File: src/hdl/mul_pkg.sv
// Shared types and widths for the RV32M multiply unit; width is fixed at 32 bits by the ISA
package mul_pkg;

  ////////////////////
  // Widths
  ////////////////////

  // Data path width of the integer register file
  localparam int XLEN   = 32;

  // Operand half used by the high-word state machine
  localparam int HALF_W = 16;

  // Accumulator for partial products
  // One bit wider than a word so signed cross-product sums fit
  localparam int ACC_W  = 33;

  ////////////////////
  // Request function
  ////////////////////

  // Function code presented at the top-level request port
  typedef enum logic [1:0] {
    FUNCT_MUL    = 2'b00,
    FUNCT_MULH   = 2'b01,
    FUNCT_MULHSU = 2'b10,
    FUNCT_MULHU  = 2'b11
  } mul_funct_e;

  ////////////////////
  // Internal operator
  ////////////////////

  // Low word in one cycle, or high word over four
  typedef enum logic {
    MUL_M32 = 1'b0,
    MUL_H   = 1'b1
  } mul_opcode_e;

  ////////////////////
  // High-word FSM
  ////////////////////

  // Named after the operand halves multiplied in that cycle
  // A = operand a, B = operand b, L = low half, H = high half
  typedef enum logic [1:0] {
    ALBL = 2'b00,
    ALBH = 2'b01,
    AHBL = 2'b10,
    AHBH = 2'b11
  } mult_state_e;

endpackage

File: src/hdl/mul_op_if.sv
// One decoded multiply operation between issue buffer and core; the issue side holds it until consumed
interface mul_op_if;

  import mul_pkg::*;

  // Operation present and held stable until consumed
  logic                 enable;

  // Low-word or high-word operation
  mul_opcode_e          operator;

  // Bit 0 marks operand a signed, bit 1 marks operand b signed
  // Ignored for the low-word operation
  logic [1:0]           short_signed;

  // Operands as issued
  logic [XLEN-1:0]      op_a;
  logic [XLEN-1:0]      op_b;

  // Core presents a finished result this cycle
  logic                 ready;

  // Issue buffer side
  modport issue (
    output enable,
    output operator,
    output short_signed,
    output op_a,
    output op_b,
    input  ready
  );

  // Multiplier core side
  modport core (
    input  enable,
    input  operator,
    input  short_signed,
    input  op_a,
    input  op_b,
    output ready
  );

endinterface

File: src/hdl/mul_issue.sv
// Single-entry request slot; the next request is taken only when the held one is consumed
module mul_issue (
  input  logic                     clk,
  input  logic                     arst_n_i,
  input  logic                     req_valid_i,
  input  mul_pkg::mul_funct_e      req_funct_i,
  input  logic [mul_pkg::XLEN-1:0] req_op_a_i,
  input  logic [mul_pkg::XLEN-1:0] req_op_b_i,
  input  logic                     ex_ready_i,
  output logic                     req_ready_o,
  mul_op_if.issue                  op
);

  import mul_pkg::*;

  // Slot state
  logic            enable_q;
  mul_opcode_e     operator_q;
  logic [1:0]      short_signed_q;
  logic [XLEN-1:0] op_a_q;
  logic [XLEN-1:0] op_b_q;

  // Decoded request
  mul_opcode_e     dec_operator;
  logic [1:0]      dec_signed;

  // Handshake terms
  logic            consume;
  logic            accept;

  ////////////////////
  // Handshake
  ////////////////////

  // Held operation leaves when core result is taken downstream
  assign consume     = enable_q & op.ready & ex_ready_i;

  // Empty slot, or slot freed this very cycle
  // Keeps back-to-back requests free of bubbles
  assign req_ready_o = ~enable_q | consume;
  assign accept      = req_valid_i & req_ready_o;

  ////////////////////
  // Decode
  ////////////////////

  always_comb begin
    dec_operator = MUL_M32;
    dec_signed   = 2'b00;
    case (req_funct_i)
      FUNCT_MUL: begin
        // Signedness is irrelevant for the low word
        dec_operator = MUL_M32;
        dec_signed   = 2'b00;
      end
      FUNCT_MULH: begin
        dec_operator = MUL_H;
        dec_signed   = 2'b11;
      end
      FUNCT_MULHSU: begin
        // Signed a times unsigned b
        dec_operator = MUL_H;
        dec_signed   = 2'b01;
      end
      FUNCT_MULHU: begin
        dec_operator = MUL_H;
        dec_signed   = 2'b00;
      end
      default: begin
        dec_operator = MUL_M32;
        dec_signed   = 2'b00;
      end
    endcase
  end

  ////////////////////
  // Slot registers
  ////////////////////

  // Control part of the slot
  always_ff @(posedge clk or negedge arst_n_i) begin
    if (!arst_n_i) begin
      enable_q       <= 1'b0;
      operator_q     <= MUL_M32;
      short_signed_q <= 2'b00;
    end else if (accept) begin
      enable_q       <= 1'b1;
      operator_q     <= dec_operator;
      short_signed_q <= dec_signed;
    end else if (consume) begin
      enable_q       <= 1'b0;
    end
  end

  // Operand payload, only loaded on acceptance
  always_ff @(posedge clk) begin
    if (accept) begin
      op_a_q <= req_op_a_i;
      op_b_q <= req_op_b_i;
    end
  end

  // Drive the held operation to the core
  assign op.enable       = enable_q;
  assign op.operator     = operator_q;
  assign op.short_signed = short_signed_q;
  assign op.op_a         = op_a_q;
  assign op.op_b         = op_b_q;

endmodule

File: src/hdl/mul_core.sv
// Multiply core; MUL completes in the enable cycle and the MULH family in four, and operands must stay stable until consumed
module mul_core (
  input  logic                     clk,
  input  logic                     arst_n_i,
  input  logic                     ex_ready_i,
  mul_op_if.core                   op,
  output logic                     res_valid_o,
  output logic [mul_pkg::XLEN-1:0] res_data_o
);

  import mul_pkg::*;

  ////////////////////
  // Declarations
  ////////////////////

  // Low word of the full product
  logic [XLEN-1:0]          mul_low;

  // High-word FSM state and accumulator
  mult_state_e              state_q;
  mult_state_e              state_d;
  logic signed [ACC_W-1:0]  acc_q;
  logic signed [ACC_W-1:0]  acc_d;

  // Selected 16-bit halves plus a sign bit each
  logic signed [HALF_W:0]   mulh_a;
  logic signed [HALF_W:0]   mulh_b;

  // Partial product plus accumulator, and its shifted form
  logic signed [ACC_W:0]    int_result;
  logic signed [ACC_W:0]    int_shift;

  // Which halves the current step uses
  logic                     a_high;
  logic                     b_high;

  logic                     mulh_active;
  logic                     ready;

  ////////////////////
  // Low word
  ////////////////////

  // Low 32 bits are the same for signed and unsigned operands
  assign mul_low = op.op_a * op.op_b;

  ////////////////////
  // Half select
  ////////////////////

  assign mulh_active = op.enable & (op.operator == MUL_H);

  // A high half in AHBL and AHBH, B high half in ALBH and AHBH
  always_comb begin
    a_high = 1'b0;
    b_high = 1'b0;
    case (state_q)
      ALBL: begin
        a_high = 1'b0;
        b_high = 1'b0;
      end
      ALBH: begin
        a_high = 1'b0;
        b_high = 1'b1;
      end
      AHBL: begin
        a_high = 1'b1;
        b_high = 1'b0;
      end
      AHBH: begin
        a_high = 1'b1;
        b_high = 1'b1;
      end
      default: begin
        a_high = 1'b0;
        b_high = 1'b0;
      end
    endcase
  end

  // Low halves are always unsigned
  // High halves take their sign from the signedness code
  assign mulh_a = a_high ? {op.short_signed[0] & op.op_a[XLEN-1], op.op_a[XLEN-1:HALF_W]}
                         : {1'b0, op.op_a[HALF_W-1:0]};
  assign mulh_b = b_high ? {op.short_signed[1] & op.op_b[XLEN-1], op.op_b[XLEN-1:HALF_W]}
                         : {1'b0, op.op_b[HALF_W-1:0]};

  // One 17x17 signed multiplier shared by all four steps
  assign int_result = mulh_a * mulh_b + acc_q;
  assign int_shift  = int_result >>> HALF_W;

  ////////////////////
  // High-word FSM
  ////////////////////

  always_comb begin
    state_d = state_q;
    acc_d   = acc_q;
    if (mulh_active) begin
      case (state_q)
        ALBL: begin
          // Only the carry out of the low product matters
          acc_d   = int_shift[ACC_W-1:0];
          state_d = ALBH;
        end
        ALBH: begin
          // First cross product kept unshifted
          // Its low bits still carry into the second cross product
          acc_d   = int_result[ACC_W-1:0];
          state_d = AHBL;
        end
        AHBL: begin
          // Both cross products summed, now drop the fractional half
          acc_d   = int_shift[ACC_W-1:0];
          state_d = AHBH;
        end
        AHBH: begin
          // Hold result until downstream takes it
          if (ex_ready_i) begin
            acc_d   = '0;
            state_d = ALBL;
          end
        end
        default: begin
          acc_d   = '0;
          state_d = ALBL;
        end
      endcase
    end else begin
      // MUL or idle keeps the accumulator cleared
      acc_d   = '0;
      state_d = ALBL;
    end
  end

  always_ff @(posedge clk or negedge arst_n_i) begin
    if (!arst_n_i) begin
      state_q <= ALBL;
      acc_q   <= '0;
    end else begin
      state_q <= state_d;
      acc_q   <= acc_d;
    end
  end

  ////////////////////
  // Result
  ////////////////////

  // MUL is done at once, MULH family only in the last step
  assign ready = op.enable & ((op.operator == MUL_M32) | (state_q == AHBH));

  assign op.ready    = ready;
  assign res_valid_o = ready;

  // In AHBH the adder output is the high word of the product
  assign res_data_o = (op.operator == MUL_M32) ? mul_low : int_result[XLEN-1:0];

endmodule

File: src/hdl/mul_unit_top.sv
// RV32M multiply unit top; one operation in flight, results held while ex_ready_i is low, no division
module mul_unit_top (
  input  logic                     clk,
  input  logic                     arst_n_i,

  // Request side
  input  logic                     req_valid_i,
  input  mul_pkg::mul_funct_e      req_funct_i,
  input  logic [mul_pkg::XLEN-1:0] req_op_a_i,
  input  logic [mul_pkg::XLEN-1:0] req_op_b_i,
  output logic                     req_ready_o,

  // Result side
  input  logic                     ex_ready_i,
  output logic                     res_valid_o,
  output logic [mul_pkg::XLEN-1:0] res_data_o
);

  ////////////////////
  // Operation link
  ////////////////////

  // Decoded operation from issue buffer to core
  mul_op_if op_if ();

  ////////////////////
  // Issue buffer
  ////////////////////

  // Accepts requests and holds operands for the core
  mul_issue issue0 (
    .clk         (clk),
    .arst_n_i    (arst_n_i),
    .req_valid_i (req_valid_i),
    .req_funct_i (req_funct_i),
    .req_op_a_i  (req_op_a_i),
    .req_op_b_i  (req_op_b_i),
    .ex_ready_i  (ex_ready_i),
    .req_ready_o (req_ready_o),
    .op          (op_if.issue)
  );

  ////////////////////
  // Multiplier core
  ////////////////////

  // Result is held by the core under back-pressure
  mul_core core0 (
    .clk         (clk),
    .arst_n_i    (arst_n_i),
    .ex_ready_i  (ex_ready_i),
    .op          (op_if.core),
    .res_valid_o (res_valid_o),
    .res_data_o  (res_data_o)
  );

endmodule

File: config.mk
export PLATFORM = sky130hd
export DESIGN_NAME = mul_unit_top
export DESIGN_NICKNAME = d
export VERILOG_FILES = /design/src/hdl/mul_pkg.sv /design/src/hdl/mul_op_if.sv /design/src/hdl/mul_issue.sv /design/src/hdl/mul_core.sv /design/src/hdl/mul_unit_top.sv
export SDC_FILE = /design/constraint.sdc
export NUM_CORES = 2
export LEC_CHECK = 0
export BUFFER_PORTS_ARGS = -buffer_cell sky130_fd_sc_hd__buf_2
export CORE_MARGIN = 1
export CORE_UTILIZATION = 53
export DETAILED_ROUTE_END_ITERATION = 6
export PLACE_DENSITY_LB_ADDON = 0.12
export RECOVER_POWER = 50
export SYNTH_ARGS = -nofsm -noshare
export SYNTH_HDL_FRONTEND = slang
export SYNTH_HIERARCHICAL = 1
export SYNTH_SLANG_ARGS = --single-unit
File: constraint.sdc
create_clock -name clk -period 11.11 [get_ports clk]
set_input_delay 0.5555 -clock clk [delete_from_list [all_inputs] [get_ports clk]]
set_output_delay 0.5555 -clock clk [all_outputs]
set_load 0.02 [all_outputs]
==> qor.csv <==
metric;value;unit
CTS Buf Count;9;
area occupied by multi-input gates;25690;um^2
overflow left after global routing;0;
starting density of the core;53.67;%
die height;249.5;um
Setup Crit Path Kind;flop to primary output;
total wire length;98.44;mm
hpwl dp;81.99;mm
Met3 Wirelength;7.105;mm
final slew viol count;150;
Mapped Cells;3507;
reg2reg setup slack;1700;ps
status;complete, but fails checks;
largest delay contributor family on the critical path;adder cells;
Post-synth EDFFs;64;
Startpoint Class;flop;
Max-Cap Viols;3;
r2r endpoint;core0/acc_q[15];
syn_nets;4557;
Synth async-reset ratio;37.86;%
core area;60470;um^2
top_reg_cell synth;edfxtp_1;
DR vias/cell;5.502;
DR top layer;met4;
CTS tree;yes;
Setup Buffers After CTS;0;
Area growth, synth to finish;5.232;%
final worst path period share;93.76;%
clk_lat worst skew;390;ps
hold_buf cts;0;
min cycle time layout;10420;ps
Reg area;2898;um^2
unrepaired setup endpoints after global routing;no;
PortBufs;103;
GRT Util Overall;33.32;%
clock root buffer master;clkbuf_16;
worst path cell trace;inv_1 -> ha_1 -> nor2_4 -> mux2i_1 -> nor2_1 -> fa_1 -> inv_1 -> fa_1 -> inv_1 -> fa_1 -> fa_1 -> fa_1 -> inv_1 -> fa_1 -> inv_1 -> ha_1 -> a2111oi_0 -> inv_1 -> o21ai_1 -> a211o_1 -> a2111oi_0 -> a211oi_1 -> mux2i_1 -> buf_2;
arrival time at the worst endpoint;9860;ps
share of cells above drive strength 1;6.567;%
DRT Pass-1 Iters;6;
Rows;90;
register area share after synthesis;8.929;%
Iteration-0 DRC Markers;1700;
setup tns final;0;ps
final net count;4593;
CTS resizes;0;
pin count of the biggest net entering global routing;65;
die footprint;62230;um^2
first-pass GRT wire length;155.2;mm
Bufs and invs on worst path;7;
clk buf depth;2;
failing checks;capacitance limit, slew limit;
R2R cell count;24;
r2r startpoint;core0/state_q[0];
Synth Warn #;6;
Detail Route met2 WL;48.16;mm
Critical Path RT;10550;ps
vias in the first global route;26100;
routed wire length per instance;22.73;um
crit end category;primary output;
Design Area, Final;34150;um^2
Post-Route M1 WL;38.90;mm
worst hold path class;input port to flop;
Sink Count;103;
Fillers;5538;
vias after detailed routing;23820;
Clk pin slew, worst setup/hold paths;90;ps
io pins;104;
worst min-delay path startpoint;req_op_a_i[20];
DRC viols;0;
CP max stage cell;mux2i_1;
crit path max fanout;30;
Horiz. Die Dim;249.5;um
cell area after synthesis;32450;um^2
CP max stage delay;1050;ps
mean cell area of the mapped netlist;9.254;um^2
final hold violation count;0;
Slew HR;-182.4;%
skew final;16.97;ps
Least-Margin Pin Slew;4236;ps
initial antenna violation count;5;
distinct cell type count of the synthesized netlist;69;
WHS Path Cells;1;
Post-DP Area;33900;um^2
# diodes;0;
Synth Register Bits;103;
Final setup viols;0;
Routability Congestion;0.9893;
Post-DRT Antenna Nets;0;
H-Tree Depth;3;
fmax;0.09600;GHz
worst min-delay path endpoint;issue0/op.op_a[20];
area by class of cell:
cell class / count / area share (%)
clock buffer: 11 / 0.7474
tap: 782 / 2.865
multi-input combinational: 2377 / 75.22
clock inverter: 5 / 0.1099
sequential: 103 / 8.485
timing repair buffer: 165 / 2.825
inverter: 887 / 9.753
cells by family (layout without fill, tap and decap cells):
family | Yosys count | count (layout) | share of synthesized area, %
AND/OR/NAND/NOR | 975 | 975 | 13.64
adder cells (fa/ha/maj) | 980 | 980 | 55.06
multiplexers | 67 | 67 | 2.209
AO/OA/AOI/OAI | 235 | 235 | 5.024
flip-flops | 103 | 103 | 8.929
buffers and inverters | 1027 | 1068 | 11.90
XOR/XNOR | 120 | 120 | 3.238
registers in the layout (all words and copies together), names as in the netlist:
name / count
issue0/op.operator: 1
issue0/op.enable: 1
core0/acc_q: 33
issue0/op.short_signed: 2
core0/state_q: 2
issue0/op.op_a: 32
issue0/op.op_b: 32
Yosys cell counts (all sizes together), types with 22 or more instances:
cell type  count  area share, %
ha           233            9.0
and2         228            4.4
edfxtp        64            5.9
a21oi         60           0.93
a21o          22           0.51
nor2         196            2.3
xnor2         82            2.2
dfrtp         39            3.0
clkbuf       130            1.5
mux2          31            1.1
xor2          38            1.0
nand2        480            5.6
fa           747             46
mux2i         36            1.1
o21ai         49           0.77
inv          886             10
worst max-delay path by stage:
stage                           from        endpoint  slack, ps  depth (start not counted)
detailed placement  core0/state_q[0]  res_data_o[31]       1260                         24
global route        core0/state_q[0]  res_data_o[31]        410                         24
finish              core0/state_q[0]  res_data_o[31]        690                         24
global placement    core0/state_q[0]  res_data_o[31]       1480                         24
floorplan           core0/state_q[0]  res_data_o[27]       1510                         30
CTS                 core0/state_q[0]  res_data_o[31]        830                         24
metrics by stage:
stage               setup slack, ps  std cells  utilization [%]  hold slack (ps)
global placement               1476       4314            56.05            485.4
floorplan                      1511       3507                -            259.9
finish                        693.3       4330            56.48            330.0
global route                  405.1       4330            56.48            319.1
detailed placement             1260       4314            56.05            495.5
CTS                           832.1       4330            56.54            312.5
metal layers:
layer | up-vias | track usage [%]
met5 | - | 0
li1 | 10330 | -
met4 | 0 | 13.16
met3 | 199 | 5.695
met1 | 12420 | 43.57
met2 | 873 | 55.40
cells in the final DEF, fill, tap and decap left out, types with 6 or more instances in the layout:
master | synthesis | layout
and2_1 | 228 | 228
nand3_1 | 6 | 6
buf_4 | 2 | 60
a22o_1 | 21 | 21
xnor2_1 | 82 | 82
or2_2 | 10 | 10
clkbuf_1 | 130 | 9
o21bai_1 | 8 | 8
buf_2 | 0 | 96
nor2_1 | 196 | 195
mux2_2 | 29 | 29
dfrtp_1 | 39 | 39
nor2b_1 | 7 | 7
o221ai_1 | 6 | 6
o21a_1 | 11 | 11
or3_1 | 9 | 9
clkbuf_16 | 0 | 10
a21o_1 | 22 | 22
fa_1 | 747 | 747
o21ai_0 | 41 | 41
a211oi_1 | 11 | 11
o21ai_1 | 7 | 7
nor3_1 | 7 | 7
mux2i_1 | 36 | 35
edfxtp_1 | 64 | 64
nand2_1 | 479 | 480
ha_1 | 233 | 233
a211o_1 | 6 | 6
a21oi_1 | 60 | 60
nand2b_1 | 15 | 15
xor2_1 | 38 | 38
inv_1 | 886 | 885
Power is left out: the tool's default activity adds up to more than one toggle a clock period on the data nets, which glitch-free logic cannot reach.
